File: config.mk
export PLATFORM = sky130hd
export DESIGN_NAME = load_store_pipe
export DESIGN_NICKNAME = d
export VERILOG_FILES = /design/src/issue_pkg.sv /design/src/load_store_pipe.sv
export VERILOG_INCLUDE_DIRS = /design/src /design/src/src
export SDC_FILE = /design/constraint.sdc
export NUM_CORES = 1
export LEC_CHECK = 0
export BUFFER_PORTS_ARGS = -buffer_cell sky130_fd_sc_hd__buf_4
export CAP_MARGIN = 20
export CELL_PAD_IN_SITES_DETAIL_PLACEMENT = 1
export CELL_PAD_IN_SITES_GLOBAL_PLACEMENT = 1
export CORE_ASPECT_RATIO = 1.75
export CORE_MARGIN = 4
export CORE_UTILIZATION = 25
export DETAILED_ROUTE_END_ITERATION = 8
export PLACE_DENSITY_LB_ADDON = 0.25
export SKIP_LAST_GASP = 1
export SYNTH_ARGS = -nofsm -noshare
export SYNTH_HDL_FRONTEND = slang
export SYNTH_SLANG_ARGS = --single-unit
export TNS_END_PERCENT = 1
File: constraint.sdc
create_clock -name vclk -period 6.07
set_input_delay 0.607 -clock vclk [all_inputs]
set_output_delay 0.607 -clock vclk [all_outputs]
set_load 0.005 [all_outputs]
File: src/core_defines.svh
`ifndef CORE_DEFINES_SVH
`define CORE_DEFINES_SVH

// instruction word and opcode field.
`define INST_WIDTH      32
`define OP_CODE_BITS    6
`define OPCODE_MSB      31
`define OPCODE_LSB      26

// register file.
`define REG_COUNT       16
`define REG_ADDR_BITS   4

// memories, two instructions per pair.
`define IMEM_WORDS      64
`define IMEM_ADDR_BITS  6
`define PAIR_BITS       5
`define DMEM_WORDS      64
`define DMEM_ADDR_BITS  6

`define IMM_BITS        18
`define NOP_INSTRUCTION 32'h0000_0000

`endif

File: src/issue_pkg.sv
`include "core_defines.svh"

package issue_pkg;

  typedef struct packed {
    logic [`OP_CODE_BITS-1:0]  opcode;
    logic [`REG_ADDR_BITS-1:0] rd;
    logic [`REG_ADDR_BITS-1:0] rs;
    logic [`REG_ADDR_BITS-1:0] rt;
    logic [13:0]               unused;
  } r_fmt_t;

  typedef struct packed {
    logic [`OP_CODE_BITS-1:0]  opcode;
    logic [`REG_ADDR_BITS-1:0] rd;
    logic [`REG_ADDR_BITS-1:0] rs;
    logic [`IMM_BITS-1:0]      imm;
  } i_fmt_t;

  // register form for 00xxxx, immediate form otherwise.
  typedef union packed {
    r_fmt_t r;
    i_fmt_t i;
  } inst_t;

  typedef enum logic [1:0] {
    pipe_a = 2'd0,
    pipe_b = 2'd1,
    either = 2'd2
  } pipe_class_t;

  typedef struct packed {
    logic  valid;
    logic  first;
    inst_t slot0;
    inst_t slot1;
  } issue_trace_t;

  typedef struct packed {
    logic                       read;
    logic                       write;
    logic [`DMEM_ADDR_BITS-1:0] addr;
    logic [`INST_WIDTH-1:0]     wdata;
  } dmem_req_t;

  function automatic logic [`INST_WIDTH-1:0] alu_result(
    input logic [`OP_CODE_BITS-1:0] opcode,
    input logic [`INST_WIDTH-1:0]   a,
    input logic [`INST_WIDTH-1:0]   b
  );
    case (opcode[2:0])
      3'b001:  alu_result = a - b;
      3'b010:  alu_result = a & b;
      3'b011:  alu_result = a | b;
      3'b100:  alu_result = a ^ b;
      default: alu_result = a + b; // add, also nop.
    endcase
  endfunction

endpackage

File: src/load_store_pipe.sv
`timescale 1ns/1ns
`include "core_defines.svh"

module load_store_pipe (
  input  issue_pkg::inst_t          inst,
  output logic [`REG_ADDR_BITS-1:0] rd_addr0,
  output logic [`REG_ADDR_BITS-1:0] rd_addr1,
  input  logic [`INST_WIDTH-1:0]    rd_data0,
  input  logic [`INST_WIDTH-1:0]    rd_data1,
  output logic                      wr_en,
  output logic [`REG_ADDR_BITS-1:0] wr_addr,
  output logic [`INST_WIDTH-1:0]    wr_data,
  output issue_pkg::dmem_req_t      mem_req,
  input  logic [`INST_WIDTH-1:0]    mem_rdata
);

  import issue_pkg::*;

  logic [`OP_CODE_BITS-1:0] opcode;
  logic                     is_imm;
  logic                     is_lw;
  logic                     is_sw;
  logic [`INST_WIDTH-1:0]   imm_ext;
  logic [`INST_WIDTH-1:0]   eff_addr;

  assign opcode   = inst.r.opcode;
  assign is_imm   = opcode[5:4] != 2'b00;
  assign is_lw    = (opcode == 6'b100000);
  assign is_sw    = (opcode == 6'b100001);
  assign imm_ext  = {{(`INST_WIDTH-`IMM_BITS){inst.i.imm[`IMM_BITS-1]}}, inst.i.imm};
  assign eff_addr = rd_data0 + imm_ext;

  assign rd_addr0 = inst.r.rs;
  assign rd_addr1 = is_sw ? inst.i.rd : inst.r.rt; // store data comes from rd.

  assign mem_req.read  = is_lw;
  assign mem_req.write = is_sw;
  assign mem_req.addr  = eff_addr[`DMEM_ADDR_BITS-1:0]; // word address.
  assign mem_req.wdata = rd_data1;

  assign wr_en   = ~opcode[5] | is_lw;
  assign wr_addr = inst.r.rd;
  assign wr_data = is_lw ? mem_rdata
                         : alu_result(opcode, rd_data0, is_imm ? imm_ext : rd_data1);

endmodule

==> results.md, run 1 <==
* Boundary pin count at 213
* Largest net degree at the start of global routing at between 40 and 50
* Data arrival, critical path at 5.01 ns
* Core area at approximately 21000 sq um
* Most frequent CP cell: a21o_1
* WL/cell at 21.3 um
* Footprint of the multi-input gates at approximately 4700 sq um
* CP bufs+invs at 2
* Max cap viols at 0
* I/O Buffers at 205
* Yosys top cell area share at 0.226
* Final Net Count at 1154
* Setup crit start: inst[30]
* Drt pass-1 iters at 4
* CP delay by family, top: compound AO/OA/AOI/OAI gates
* Min Hold Slack at 1.21 ns
* Worst stage delay on the critical path at 0.53 ns
* DR vias/cell at 5.17
* Setup tns final at 0 ns
* Rows at 71
* Hold Vio Cnt, Final at 0
* Post-CTS Setup Bufs at 0
* Drt total wl at 25.9 mm
* Final setup viols at 0
* Sequential Area at 0 sq um
* Area Growth Syn to Fin at 29.0%
* First-pass GRT wire length at 38.4 mm
* # diodes at 0
* CP endpoint: wr_data[30]
* Setup crit start kind: primary input
* Worst Tran Pin Value at 1.09 ns
* Place WS at 0.468 ns
* Worst IR Drop VDD at 0.0000505 V
* Register area share after synthesis at 0
* Final Slew Violations at 0
* Type of the most critical hold path: in2out
* Die Ht at roughly 200 um
* DRT iter0 DRCs at 253
* Clock buffer count at 0
* Commonest cells post-synth: ha_1 (98), a21oi_1 (81), inv_1 (77)
* Synthesis Warnings at 0
* Post-cts sizing count at 0
* CP max FO at 7
* Distinct cells, synth at 69
* Synthesized instance count at 782
* Fmax at 178 MHz
* Initial antenna violation count at 0
* Residual DRC count at 0
* Crit Path Class: in2out
* Share of layout cells above drive strength 1 at 0.263
* Most frequent cell after synthesis: ha_1
* Hold Buf Count CTS at 0
* Status: finished clean
* Post-Syn Nets at 1010
* RD Place Congestion at 0.901
* Routed Antenna Nets at 0
* Leakage at around 3.4 nW
* Num sequential at 0
* Post-Syn Area at approximately 5400 sq um
* Worst setup margin at 0.449 ns
* Top cell type by total area after synthesis: ha_1
* Fillcell total at roughly 2700
* Critical Path End Type: primary output
* Die width at 119 um
* Fin cells at 1216
* Power Total at 0.000871 W
* RSZ-0062 raised after global routing: no
* Initial Utilization at 0.254
* DP HPWL at 21.8 mm
* Post-Place Cells at 1216
* Final cycle utilization of the critical path at 0.926
* Worst endpoint required time at between 5 and 6 ns
* Total global-route track usage at 0.202
* Vias at 6292
* Die area at 24200 sq um
* CP max-delay cell: or4_1
* Mean post-synth cell area at between 6 and 7 sq um
* Slew headroom at 0.272
* Final min period at 5.62 ns
* CP Depth at 19
* Worst path cell trace: buf_4 -> or4_1 -> o31ai_1 -> nand3_1 -> nor2_1 -> nand2_1 -> nor2_1 -> a21oi_1 -> xnor2_1 -> ha_1 -> a21o_1 -> a21oi_1 -> o2111ai_1 -> a21o_1 -> a21o_1 -> a21o_1 -> a2111oi_0 -> o32a_1 -> buf_4
* Grt total ovfl at 0
* Power density over cell area at 124 nW/um^2
* Largest cells by area after synthesis: ha_1 (23%), xnor2_1 (7.6%), a21oi_1 (7.5%)
* Vias in the first global route at roughly 6700
[where the power goes]
part           internal [W]  switching (W)
Sequential                0              0
Combinational      0.000400       0.000471
Clock                     0              0
Total              0.000400       0.000471
[through the flow]
stage | utilization | instance area [sq um]
global route | 0.327 | 7010
finish | 0.327 | 7010
detailed placement | 0.327 | 7010
CTS | 0.327 | 7010
global placement | 0.327 | 7000
floorplan | - | 5430
[metal layers]
metal	vias to the layer above	track usage	wire length, um
li1	3068	-	-
met1	3002	0.198	8860
met2	173	0.431	15000
met3	49	0.0123	973
met4	0	0.0692	1060
met5	-	0	0
[area by class of cell]
class,instances,share of cell area
multi-input cells,624,0.668
repair buffers,223,0.239
well taps,292,0.0521
inverters,77,0.0412
[kinds of logic after synthesis]
logic type / after synthesis / synth area share
AO/OA/AOI/OAI: 264 / 0.321
XOR/XNOR: 61 / 0.0983
adder cells (fa/ha/maj): 100 / 0.233
buffers and inverters: 158 / 0.141
multiplexers: 24 / 0.0479
AND/OR/NAND/NOR: 175 / 0.158
[cell usage in the layout, fill, tap and decap left out, types with 3 or more instances in the layout]
master and count:
a22oi_1 22, nand2_1 58, o22ai_1 19, mux2_2 6, a211o_1 5, nand2b_1 6
o22a_1 8, o21a_1 5, a311oi_1 3, or3_1 3, o221ai_1 13, inv_1 77
xnor2_1 47, o31ai_1 7, nor3_1 5, a21oi_1 81, ha_1 98, nor4_1 8
nand3_1 11, mux2i_1 17, xor2_1 14, and2_1 7, nand4_1 3, a21o_1 16
o21bai_1 5, a31oi_1 14, nor2_1 50, o21ai_0 33, and3_1 5, o211ai_1 9
buf_4 223, a221oi_1 3
[how the worst min path moves through the flow]
| stage | from | to | slack [ns] | cells past startpoint |
|---|---|---|---|---|
| 2_1_floorplan | rd_data1[0] | mem_req[0] | 1.29 | 1 |
| 6_report | inst[20] | rd_addr0[2] | 1.21 | 0 |
| 5_1_grt | inst[21] | rd_addr0[3] | 1.21 | 0 |
| 3_3_place_gp | inst[19] | rd_addr0[1] | 1.21 | 0 |
| 4_1_cts | inst[19] | rd_addr0[1] | 1.21 | 0 |
| 3_5_place_dp | inst[19] | rd_addr0[1] | 1.21 | 0 |
Note: power is estimated with default switching activity, not from simulation.
==> run 2: changes to the inputs <==
--- a/config.mk
+++ b/config.mk
@@ -11,10 +11,10 @@
 export CELL_PAD_IN_SITES_DETAIL_PLACEMENT = 1
 export CELL_PAD_IN_SITES_GLOBAL_PLACEMENT = 1
 export CORE_ASPECT_RATIO = 1.75
-export CORE_MARGIN = 4
 export CORE_UTILIZATION = 25
 export DETAILED_ROUTE_END_ITERATION = 8
 export PLACE_DENSITY_LB_ADDON = 0.25
+export REMOVE_ABC_BUFFERS = 1
 export SKIP_LAST_GASP = 1
 export SYNTH_ARGS = -nofsm -noshare
 export SYNTH_HDL_FRONTEND = slang
==> run 2 against run 1 <==
  * Core utilization did not move
  * Global-route usage rose by 0.61 points
  * Critical path depth did not move
  * First-iteration DRC count fell by 21%
  * Combinational power fell by 1%
  * Sequential share of layout area did not move
  * Fmax rose by 0.84%
  * Critical path type unchanged
==> results.md, run 2 (same netlist as run 1, synthesis figures left out) <==
* Status: finished clean (unchanged)
* Num sequential at 0 (unchanged)
* Die Ht at 197 um (was 203 um)
* First-pass GRT wire length at 36.0 mm (was 38.4 mm)
* Final cycle utilization of the critical path at 0.918 (was 0.926)
* Worst Tran Pin Value at 0.979 ns (was 1.09 ns)
* Hold Vio Cnt, Final at 0 (unchanged)
* DP HPWL at 20.0 mm (was 21.8 mm)
* Initial antenna violation count at 0 (unchanged)
* Switching power at 0.000461 W (was 0.000471 W)
* Final core occ at 0.327 (unchanged)
* Worst stage delay on the critical path at 0.53 ns (about the same)
* Min Hold Slack at 1.21 ns (about the same)
* WL/cell at 19.6 um (was 21.3 um)
* Initial Utilization at 0.254 (unchanged)
* Total global-route track usage at 0.208 (was 0.202)
* Fmax at 179 MHz (was 178 MHz)
* Share of layout cells above drive strength 1 at 0.263 (unchanged)
* Final Net Count at 1154 (unchanged)
* Data arrival, critical path at 4.97 ns (was 5.01 ns)
* Area Growth Syn to Fin at 29.0% (unchanged)
* Power Total at 0.000861 W (was 0.000871 W)
* Max cap viols at 0 (unchanged)
* Setup tns final at 0 ns (unchanged)
* Post-Place Cells at 1216 (unchanged)
* CP bufs+invs at 4 (was 2)
* Leakage at 3.44 nW (about the same)
* Commonest cells after routing, fill and taps aside: buf_4 (223), ha_1 (98), a21oi_1 (81) (unchanged)
* Post-CTS Setup Bufs at 0 (unchanged)
* DR vias/cell at 5.16 (was 5.17)
* Vias at 6279 (was 6292)
* Combinational power share at 1.000 (about the same)
* Power density over cell area at 123 nW/um^2 (was 124 nW/um^2)
* Setup crit start kind: primary input (unchanged)
* Slew headroom at 0.346 (was 0.272)
* I/O Buffers at 205 (unchanged)
* Critical Path End Type: primary output (unchanged)
* Die width at 113 um (was 119 um)
* Part of the power in registers at 0 (about the same)
* Grt total ovfl at 0 (unchanged)
* Largest net degree at the start of global routing at 43 (unchanged)
* Internal at 0.000400 W (about the same)
* DRT iter0 DRCs at 200 (was 253)
* RSZ-0062 raised after global routing: no (unchanged)
* Drt pass-1 iters at 4 (unchanged)
* Type of the most critical hold path: in2out (unchanged)
* Fin cells at 1216 (unchanged)
* CP delay by family, top: compound AO/OA/AOI/OAI gates (unchanged)
* Fillcell total at 2702 (was 2673)
* Routed Antenna Nets at 0 (unchanged)
* Worst endpoint required time at 5.46 ns (about the same)
* Vias in the first global route at 6754 (was 6715)
* # diodes at 0 (unchanged)
* Final min period at 5.57 ns (was 5.62 ns)
* Residual DRC count at 0 (unchanged)
* Boundary pin count at 213 (unchanged)
* Rows at 71 (unchanged)
* Final setup viols at 0 (unchanged)
* Worst IR Drop VDD at 0.0000507 V (was 0.0000505 V)
* Sequential Area at 0 sq um (unchanged)
* CP max-delay cell: or4_1 (unchanged)
* Crit Path Class: in2out (unchanged)
* Die area at 22300 sq um (was 24200 sq um)
* Clock buffer count at 0 (unchanged)
* CP max FO at 10 (was 7)
* Worst path cell trace: buf_4 -> or4_1 -> o31ai_1 -> buf_4 -> nand4_2 -> nor3_4 -> buf_4 -> nand4_4 -> a211oi_4 -> a31oi_1 -> xnor2_1 -> ha_1 -> and2_1 -> a221oi_1 -> o211ai_1 -> a21o_1 -> a2111oi_0 -> o32a_1 -> buf_4 (was buf_4 -> or4_1 -> o31ai_1 -> nand3_1 -> nor2_1 -> nand2_1 -> nor2_1 -> a21oi_1 -> xnor2_1 -> ha_1 -> a21o_1 -> a21oi_1 -> o2111ai_1 -> a21o_1 -> a21o_1 -> a21o_1 -> a2111oi_0 -> o32a_1 -> buf_4)
* Most frequent CP cell: buf_4 (was a21o_1)
* Post-cts sizing count at 0 (unchanged)
* Drt total wl at 23.9 mm (was 25.9 mm)
* Commonest non-fill, non-tap cell in the layout: buf_4 (unchanged)
* RD Place Congestion at 0.861 (was 0.901)
* Hold Buf Count CTS at 0 (unchanged)
* Core area at 21400 sq um (unchanged)
* Clk network pwr share at 0 (about the same)
* Sw frac at 0.535 (was 0.541)
* Final Slew Violations at 0 (unchanged)
==> run 2: per-layer routing <==
metal / up-vias / global-route usage / part of all wire
li1: 3074 / - / -
met1: 3002 / 0.197 / 0.34
met2: 157 / 0.453 / 0.59
met3: 46 / 0.0114 / 0.029
met4: 0 / 0.0712 / 0.038
met5: - / 0 / 0
==> run 2: area by class of cell <==
class	count	area (sq um)	share of cell area
repair buffers	223	1670	0.239
multi-input cells	624	4680	0.668
well taps	292	365	0.0521
inverters	77	289	0.0412
==> run 2: stage by stage <==
stage                     cell area, sq um  setup WS, ns
final                                 7010         0.496
after floorplan                       4950        -0.134
after CTS                             7010         0.513
after detailed placement              7010         0.537
after global routing                  7010         0.139
after global placement                7010         0.553
==> run 2: path summary, 6_finish.rpt <==
| path | cells after the start | endpoint | start | slack (ns) |
|---|---|---|---|---|
| setup / recovery | 19 | wr_data[30] | inst[30] | 0.50 |
| hold / removal | 0 | rd_addr0[2] | inst[20] | 1.21 |
==> run 2: power groups by stage <==
stage          Sequential (W)  Clock (W)  Combinational [W]
3_3_place_gp                0          0           0.000858
2_1_floorplan               0          0           0.000474
4_1_cts                     0          0           0.000872
3_5_place_dp                0          0           0.000866
5_1_grt                     0          0           0.000946
6_report                    0          0           0.000861
