<file path="config.mk">
export PLATFORM = sky130hd
export DESIGN_NAME = steer
export DESIGN_NICKNAME = d
export VERILOG_FILES = /design/src/issue_pkg.sv /design/src/steer.sv
export VERILOG_INCLUDE_DIRS = /design/src /design/src/src
export SDC_FILE = /design/constraint.sdc
export NUM_CORES = 1
export LEC_CHECK = 0
export BUFFER_PORTS_ARGS = -buffer_cell sky130_fd_sc_hd__buf_2
export CAP_MARGIN = 20
export CELL_PAD_IN_SITES_DETAIL_PLACEMENT = 1
export CELL_PAD_IN_SITES_GLOBAL_PLACEMENT = 1
export CORE_UTILIZATION = 25
export DETAILED_ROUTE_END_ITERATION = 6
export PLACE_DENSITY = 0.75
export SLEW_MARGIN = 20
export SYNTH_ARGS = -nofsm -noshare
export SYNTH_HDL_FRONTEND = slang
export SYNTH_SLANG_ARGS = --single-unit
</file>
<file path="constraint.sdc">
create_clock -name vclk -period 1.44
set_clock_uncertainty 0.2 [all_clocks]
set_input_delay 0.144 -clock vclk [all_inputs]
set_output_delay 0.144 -clock vclk [all_outputs]
set_load 0.03 [all_outputs]
</file>
<file path="src/core_defines.svh">
`ifndef CORE_DEFINES_SVH
`define CORE_DEFINES_SVH

// instruction word and opcode field.
`define INST_WIDTH      32
`define OP_CODE_BITS    6
`define OPCODE_MSB      31
`define OPCODE_LSB      26

// register file.
`define REG_COUNT       16
`define REG_ADDR_BITS   4

// memories, two instructions per pair.
`define IMEM_WORDS      64
`define IMEM_ADDR_BITS  6
`define PAIR_BITS       5
`define DMEM_WORDS      64
`define DMEM_ADDR_BITS  6

`define IMM_BITS        18
`define NOP_INSTRUCTION 32'h0000_0000

`endif

</file>
<file path="src/issue_pkg.sv">
`include "core_defines.svh"

package issue_pkg;

  typedef struct packed {
    logic [`OP_CODE_BITS-1:0]  opcode;
    logic [`REG_ADDR_BITS-1:0] rd;
    logic [`REG_ADDR_BITS-1:0] rs;
    logic [`REG_ADDR_BITS-1:0] rt;
    logic [13:0]               unused;
  } r_fmt_t;

  typedef struct packed {
    logic [`OP_CODE_BITS-1:0]  opcode;
    logic [`REG_ADDR_BITS-1:0] rd;
    logic [`REG_ADDR_BITS-1:0] rs;
    logic [`IMM_BITS-1:0]      imm;
  } i_fmt_t;

  // register form for 00xxxx, immediate form otherwise.
  typedef union packed {
    r_fmt_t r;
    i_fmt_t i;
  } inst_t;

  typedef enum logic [1:0] {
    pipe_a = 2'd0,
    pipe_b = 2'd1,
    either = 2'd2
  } pipe_class_t;

  typedef struct packed {
    logic  valid;
    logic  first;
    inst_t slot0;
    inst_t slot1;
  } issue_trace_t;

  typedef struct packed {
    logic                       read;
    logic                       write;
    logic [`DMEM_ADDR_BITS-1:0] addr;
    logic [`INST_WIDTH-1:0]     wdata;
  } dmem_req_t;

  function automatic logic [`INST_WIDTH-1:0] alu_result(
    input logic [`OP_CODE_BITS-1:0] opcode,
    input logic [`INST_WIDTH-1:0]   a,
    input logic [`INST_WIDTH-1:0]   b
  );
    case (opcode[2:0])
      3'b001:  alu_result = a - b;
      3'b010:  alu_result = a & b;
      3'b011:  alu_result = a | b;
      3'b100:  alu_result = a ^ b;
      default: alu_result = a + b; // add, also nop.
    endcase
  endfunction

endpackage

</file>
<file path="src/steer.sv">
`timescale 1ns/1ns
`include "core_defines.svh"

module steer (
  input  issue_pkg::inst_t instruction0_in,
  input  issue_pkg::inst_t instruction1_in,
  input  logic             fetch_stall,
  output issue_pkg::inst_t instruction0_out,
  output issue_pkg::inst_t instruction1_out,
  output logic             stall,
  output logic             first
);

  import issue_pkg::*;

  pipe_class_t class0;
  pipe_class_t class1;

  function automatic pipe_class_t classify(input logic [`OP_CODE_BITS-1:0] opcode);
    case (opcode[`OP_CODE_BITS-1 -: 2])
      2'b10:   classify = pipe_b; // lw, sw.
      2'b11:   classify = pipe_a; // jmp, je, halt.
      default: classify = either; // alu, reg or imm.
    endcase
  endfunction

  assign class0 = classify(instruction0_in.r.opcode);
  assign class1 = classify(instruction1_in.r.opcode);

  always_comb begin
    instruction0_out = instruction0_in;
    instruction1_out = instruction1_in;
    stall            = 1'b0;
    first            = 1'b0;

    case ({class0, class1})
      {pipe_a, pipe_a}: begin
        instruction1_out = `NOP_INSTRUCTION;
        if (fetch_stall) begin
          instruction0_out = instruction1_in; // younger half.
        end else begin
          stall = 1'b1;
        end
      end
      {pipe_b, pipe_b}: begin
        instruction0_out = `NOP_INSTRUCTION;
        first            = 1'b1;
        if (fetch_stall) begin
          instruction1_out = instruction1_in;
        end else begin
          instruction1_out = instruction0_in;
          stall            = 1'b1;
        end
      end
      {pipe_b, pipe_a},
      {pipe_b, either},
      {either, pipe_a}: begin
        instruction0_out = instruction1_in; // swapped.
        instruction1_out = instruction0_in;
        first            = 1'b1;
      end
      default: begin
      end
    endcase
  end

endmodule

</file>
==> results of run 1 <==
==> worst max-delay path by stage <==
stage | start | end | cells after the start
2_1_floorplan | instruction1_in[31] | instruction0_out[0] | 6
3_3_place_gp | instruction0_in[31] | instruction0_out[29] | 6
3_5_place_dp | instruction1_in[31] | instruction0_out[3] | 6
4_1_cts | instruction0_in[31] | instruction0_out[24] | 6
5_1_grt | instruction0_in[31] | instruction0_out[29] | 7
6_report | instruction0_in[31] | instruction0_out[29] | 7
==> metal layers <==
layer	GRT usage, %	routed length (microns)	vias up
li1	-	-	1361
met2	68.5	7480	189
met5	0	0	-
met4	16.8	627	0
met3	6.38	890	52
met1	37.4	4900	1563
==> metrics by stage <==
step / instances / setup WS (ns) / power (mW)
after floorplan: 241 / -0.329 / 1.19
after global placement: 514 / -0.452 / 1.79
after detailed placement: 514 / -0.530 / 1.83
after CTS: 538 / -0.365 / 2.45
after global routing: 540 / -0.405 / 2.69
final: 540 / -0.375 / 2.61
==> logic make-up (layout without fill, tap and decap cells) <==
family | after synthesis | count (layout) | share of synthesized area (%)
XOR/XNOR | 1 | 1 | 0.494
AND/OR/NAND/NOR | 75 | 75 | 23.7
buffers and inverters | 40 | 243 | 10.7
AO/OA/AOI/OAI | 95 | 95 | 46.0
multiplexers | 30 | 30 | 19.1
==> power by group through the flow <==
stage / Clock (mW) / Sequential (mW) / Combinational [mW]
2_1_floorplan: 0 / 0 / 1.19
3_3_place_gp: 0 / 0 / 1.79
3_5_place_dp: 0 / 0 / 1.83
4_1_cts: 0 / 0 / 2.45
5_1_grt: 0 / 0 / 2.69
6_report: 0 / 0 / 2.61
==> area by class of cell <==
cell class / instances / share of cell area, %
Multi-Input combinational cell: 201 / 48.7
Inverter: 1 / 0.0807
Timing Repair Buffer: 242 / 48.7
Tap cell: 96 / 2.58
==> synth_stat cells (2+ instances only) <==
cell type  number
a211oi_2       29
buf_2           8
clkbuf_1       26
nor2b_1         2
nor4_1         30
nor2_1          2
mux2_2         30
or2_2           2
buf_6           4
o21ai_0        29
and2_1          2
nor3_1         31
a22o_1         30
nand2_1         4
a21oi_1         3
==> critical path, stage by stage <==
cell and delay, ns:
buf_8 0.08, buf_6 0.11, nor2_4 0.04, or3_4 0.48, buf_12 0.19, a211oi_4 0.24, buf_6 0.17
==> repair_timing <==
action / in CTS / in global routing
setup endpoints to repair: 64 / 64
hold buffers: 0 / 0
pin swaps: 7 / 4
setup buffers: 16 / 3
gates cloned: 8 / 0
resized for setup: 255 / 21
==> impl_metrics.ini, run 1 <==
[run_status]
status = finished with violations
violations = negative setup slack

[floorplan]
die_area_sq_um = 7430
fp.coreArea_sq_um = 6830
start_util_pct = 25.9
die_x_microns = 86.2
io_pins = 131
die_y_microns = 86.2
rows = 30

[global_routing]
globalRouteTotalUtil_pct = 35.7
grt_pass1_vias = 3617
overflow = 0
antenna_found_initial = 0
grt_max_degree = 22
grt_pass1_wl_mm = 20.3

[power]
ir_worst_vdd_uv = 308
switchingPower_mw = 1.36
p_int_mw = 1.25
leakage_nw = 2.04
pwr-share-clk_pct = 0
comb_power_share_pct = 100.0
p_sw_share_pct = 52.0
p_seq_share_pct = 0
power_density_nw_per_um2 = 562

[layout]
drive_gt1_share_pct = 86.3
clock_buffers = 0
diodes = 0
final_cell_area_sq_um = 4650
final_common_cell = buf_6
regArea_sq_um = 0
num-fill-cells = 728
final_core_util_pct = 68.1
layout_common_cells = 78 x buf_6, 75 x buf_4, 65 x buf_2
finalNetCount = 511
area_growth_pct = 163
multi_input_area_sq_um = 2260
flops_and_latches = 0

[sta]
min_period_ns = 1.82
rsz0062_at_grt = true
hold_violations = 0
drv_slew = 0
tightest_slew_ns = 0.563
fin_hold_ws_ns = 0.434
relSlewSlack_pct = 62.1
finalSetupViolCount = 64
setup_slack_ns = -0.375
post-route-period-util_pct = 126
max_clock_freq_ghz = 0.551
fin_setup_tns_ns = -20.33

[drt]
vias_per_cell = 5.86
drt_wl_total_mm = 13.9
vias = 3165
drt_iter0_drc = 100
drt-pass1-iter-count = 4
drc_errors = 0
wire_per_inst_microns = 25.7
ant_nets = 0

[min_path]
hold_path.class = primary input to output port
min_to = instruction1_out[19]
min_from = instruction0_in[19]
hold_depth = 3

[synthesis]
netlist_area_sq_um = 1770
synth_top_area_share_pct = 20.5
synth_warnings = 0
synth_nets = 306
synth_area_leaders = a211oi_2 20%, mux2_2 19%, a22o_1 15%
synth_top_area_cell = a211oi_2
yosysUniqueCellTypes = 24
synthCells = 241
synth-seq-area-share_pct = 0
syn_area_per_cell_sq_um = 7.35

[placed_design]
post_dp_cell_area_sq_um = 3400
io_buffers = 131
gp_congestion = 0.774
detailed_place_hpwl_mm = 6.93

[critical_path]
cp.arrival_ns = 1.47
critPathLaunchType = primary input
worstSetupPathType = primary input to output port
worstPathRequired_ns = 1.10
cp_max_fo = 7
worstSetupEndpointType = output port

[run]
drv_cap = 0
(Power assumes the default switching activity.)
==> run 2: changes to the inputs <==
Settings changed: CELL_PAD_IN_SITES_DETAIL_PLACEMENT 1 to 0, CORE_MARGIN set to 2.
==> run 2 against run 1 <==
The flow still finishes with violations (negative setup slack). Via count fell by 9.3%. Combinational power decreased by 8.0%. Routed wire length down 27%. Hold slack got worse by 0.0020 ns. Worst setup slack worse by 0.019 ns. Clock-buffer cell count is the same. Critical path depth grew 1. Non-clock buffer count shrank 21. Total power fell by 8.3%.
==> impl_metrics.ini, run 2 (synthesis gave the netlist of run 1 again) <==
[sta]
max_clock_freq_ghz = 0.545
tightest_slew_ns = 0.383
setup_slack_ns = -0.395
rsz0062_at_grt = true
relSlewSlack_pct = 74.5
post-route-period-util_pct = 127
finalSetupViolCount = 62
fin_hold_ws_ns = 0.432
drv_slew = 0
hold_violations = 0
min_period_ns = 1.83

[layout]
clock_buffers = 0
regArea_sq_um = 0
final_common_cell = buf_6
finalNetCount = 490
area_growth_pct = 150
num-fill-cells = 547
drive_gt1_share_pct = 84.2
layout_common_cells = 66 x buf_6, 64 x buf_2, 64 x buf_4, 30 x mux2_2, 29 x a211oi_4
final_cell_area_sq_um = 4440
diodes = 0
flops_and_latches = 0

[critical_path]
crit_top_cell = buf_6
crit_chain = buf_8 -> buf_6 -> nor2_4 -> or3_4 -> buf_12 -> buf_16 -> a211oi_4 -> buf_6
endpoint = instruction0_out[13]
cp_max_fo = 5
worstSetupPathType = primary input to output port
path_delay_family = buffers and inverters
cp_slowest_cell = or3_4
worstPathRequired_ns = 1.10
critical_path_depth = 8
cp.arrival_ns = 1.49
worstSetupEndpointType = output port
slowest_delay_ns = 0.44
path_buf_inv = 5
critPathLaunchType = primary input
setup.worst_path.start = instruction0_in[31]

[power]
p_sw_share_pct = 51.5
p_seq_share_pct = 0
ir_worst_vdd_uv = 320
leakage_nw = 1.91
power_density_nw_per_um2 = 540
comb_power_share_pct = 100.0
total_power_mw = 2.40
switchingPower_mw = 1.23
pwr-share-clk_pct = 0
p_int_mw = 1.16

[drt]
vias_per_cell = 5.53
vias = 2871
drc_errors = 0
ant_nets = 0
drt_iter0_drc = 59
drt_wl_total_mm = 10.2
wire_per_inst_microns = 19.6
drt-pass1-iter-count = 4

[placed_design]
post_dp_cell_area_sq_um = 3310
detailed_place_hpwl_mm = 5.91
io_buffers = 131
gp_congestion = 0.770

[global_routing]
grt_max_degree = 32
grt_pass1_vias = 2789
globalRouteTotalUtil_pct = 22.2
grt_pass1_wl_mm = 13.9
overflow = 0
antenna_found_initial = 0

[floorplan]
die_x_microns = 88.2
die_y_microns = 88.2
io_pins = 131
rows = 30
fp.coreArea_sq_um = 6830
start_util_pct = 25.9
die_area_sq_um = 7780

[run_status]
violations = negative setup slack
status = finished with violations

[run]
drv_cap = 0

[min_path]
hold_path.class = primary input to output port
run 2: through the flow:
stage / setup slack (ns) / setup TNS [ns] / utilization (%) / cells
2_1_floorplan: -0.329 / -12.36 / - / 241
3_3_place_gp: -0.419 / -20.82 / 48.4 / 496
3_5_place_dp: -0.468 / -22.84 / 48.4 / 496
4_1_cts: -0.391 / -20.81 / 57.7 / 511
5_1_grt: -0.434 / -21.52 / 64.9 / 519
6_report: -0.395 / -19.15 / 64.9 / 519
run 2: tightest hold or removal path, stage by stage:
cell	delay, ns
buf_2	0.11
a22o_4	0.12
buf_6	0.12
run 2: routing by layer:
metal / vias to the layer above / global-route usage (%) / wire (microns)
met5: - / 0 / 0
met4: 0 / 3.72 / 191
met3: 18 / 2.17 / 747
met2: 132 / 40.1 / 5050
met1: 1403 / 28.8 / 4160
li1: 1318 / - / -
run 2: worst min-delay path by stage:
stage                                    from                   end  slack [ns]  cells after the start
after floorplan            instruction0_in[0]   instruction1_out[0]        0.23                      1
after global routing      instruction0_in[29]  instruction1_out[29]        0.44                      3
after detailed placement  instruction0_in[13]  instruction1_out[13]        0.49                      3
final                     instruction0_in[29]  instruction1_out[29]        0.43                      3
after global placement    instruction0_in[29]  instruction1_out[29]        0.48                      3
after CTS                 instruction0_in[27]  instruction1_out[27]        0.44                      3
run 2: final cells by class:
class	instances	area (sq um)	area share (%)
multi-input cells	201	2260	51.0
inverters	1	3.75	0.0846
repair buffers	221	2050	46.2
well taps	96	120	2.71
run 2: power by group through the flow:
stage                     clock network, mW  logic [mW]  registers (mW)
after floorplan                           0        1.19               0
after global placement                    0        1.76               0
after detailed placement                  0        1.78               0
after CTS                                 0        2.15               0
after global routing                      0        2.51               0
final                                     0        2.40               0
run 2: what timing repair did:
action,in CTS,in global routing
endpoints found under the setup margin,64,64
setup buffers,10,3
cloned,5,6
pin swaps,1,1
hold buffers,0,0
gates resized for setup,147,97
==> run 3: changes to the inputs <==
Settings changed: CORE_UTILIZATION 25 to 28, PLACE_DENSITY 0.75 to 0.8.
Clock period 1.44 ns to 1.78 ns, I/O delays scaled along.
==> run 3 against run 2 <==
The flow still finishes with violations (negative setup slack). Total power is 40% lower. Non-clock buffer count down 49. Worst setup slack gained 0.34 ns. Critical endpoint is now instruction0_out[0]. Largest cell class unchanged. Largest power group unchanged. Highest routed layer is now met3.
==> impl_metrics.ini, run 3 (synthesis gave the netlist of run 1 again) <==
[run_status]
status = finished with violations
violations = negative setup slack

[critical_path]
worstSetupEndpointType = output port
worstPathRequired_ns = 1.40
critPathLaunchType = primary input
path_delay_family = simple AND/OR/NAND/NOR gates
crit_chain = buf_8 -> and2_4 -> or3_4 -> buf_12 -> a211oi_4 -> buf_6
slowest_delay_ns = 0.42
cp.arrival_ns = 1.46
worstSetupPathType = primary input to output port
endpoint = instruction0_out[0]
setup.worst_path.start = instruction0_in[30]
critical_path_depth = 6
path_buf_inv = 3
cp_max_fo = 15
cp_slowest_cell = or3_4

[drt]
drt-pass1-iter-count = 4
vias_per_cell = 5.75
ant_nets = 0
wl_met1_mm = 3.54
vias = 2581
wire_per_inst_microns = 17.5
drc_errors = 0
top_layer = met3
drt_iter0_drc = 80
met3_length_microns = 408
drt_wl_total_mm = 7.84
wl_met2_mm = 3.90

[layout]
final_common_cell = buf_2
final_core_util_pct = 53.9
finalNetCount = 441
num-fill-cells = 594
area_growth_pct = 83.3
flops_and_latches = 0
diodes = 0
drive_gt1_share_pct = 70.9
multi_input_area_sq_um = 1760
clock_buffers = 0
final_cell_area_sq_um = 3250
regArea_sq_um = 0
layout_common_cells = 67 x buf_2, 55 x buf_4, 40 x buf_6, 30 x a22o_1, 30 x mux2_2

[global_routing]
grt_max_degree = 33
overflow = 0
globalRouteTotalUtil_pct = 19.6
grt_pass1_wl_mm = 12.1
antenna_found_initial = 0
grt_pass1_vias = 2462

[floorplan]
start_util_pct = 29.4
fp.coreArea_sq_um = 6030
die_area_sq_um = 6980
die_y_microns = 83.5
die_x_microns = 83.5
rows = 28
io_pins = 131

[sta]
max_clock_freq_ghz = 0.544
tightest_slew_ns = 0.368
relSlewSlack_pct = 75.3
post-route-period-util_pct = 103
finalSetupViolCount = 30
min_period_ns = 1.84
rsz0062_at_grt = true
drv_slew = 0
hold_violations = 0
fin_setup_tns_ns = -0.871
setup_slack_ns = -0.0583

[power]
power_density_nw_per_um2 = 446
ir_worst_vdd_uv = 211
leakage_nw = 1.41

[placed_design]
post_dp_cell_area_sq_um = 2650
gp_congestion = 0.760
detailed_place_hpwl_mm = 5.23
io_buffers = 131

[run]
drv_cap = 0

[min_path]
hold_path.class = primary input to output port
## run 3: worst min-delay path: cells and delay by family
kind | cells | cell delay, ns
buffers and inverters | 2 | 0.24
AOI/OAI and AO/OA | 1 | 0.12
## run 3: layer usage
layer  global-route usage [%]  vias to the layer above
met5                        0                        -
met4                    0.440                        0
met3                     1.98                        0
met2                     36.1                       84
met1                     26.0                     1253
li1                         -                     1244
## run 3: power breakdown
group	switching, mW	total, mW	leakage, nW	internal, mW
logic	0.810	1.45	1.41	0.638
clock network	0	0	0	0
registers	0	0	0	0
total	0.810	1.45	1.41	0.638
## run 3: final cells by class
class,instances,area share (%)
inverter,1,0.116
tap,75,2.89
multi-input combinational,201,54.1
timing repair buffer,172,42.9
## run 3: repair_timing
action / in CTS / in global routing
setup endpoints to repair: 61 / 60
hold buffers: 0 / 0
gates resized for setup: 109 / 62
gates cloned: 2 / 2
pin swaps: 2 / 3
buffers inserted: 2 / 1
## run 3: metrics by stage
| step | hold WS, ns | worst slack (ns) | std cells | power (mW) |
|---|---|---|---|---|
| floorplan | 0.342 | -0.117 | 241 | 0.809 |
| global placement | 0.549 | -0.186 | 442 | 1.16 |
| detailed placement | 0.547 | -0.196 | 442 | 1.18 |
| CTS | 0.518 | -0.0688 | 446 | 1.37 |
| global route | 0.529 | -0.0866 | 449 | 1.52 |
| finish | 0.516 | -0.0583 | 449 | 1.45 |
## run 3: worst min-delay path by stage
stage,end,slack [ns],cells after the start,from
after floorplan,stall,0.34,2,instruction0_in[31]
after CTS,instruction1_out[14],0.52,3,instruction0_in[14]
after global placement,instruction1_out[16],0.55,3,instruction0_in[16]
after detailed placement,instruction1_out[29],0.55,3,instruction0_in[29]
after global routing,instruction1_out[6],0.53,3,instruction0_in[6]
final,instruction1_out[25],0.52,3,instruction0_in[25]
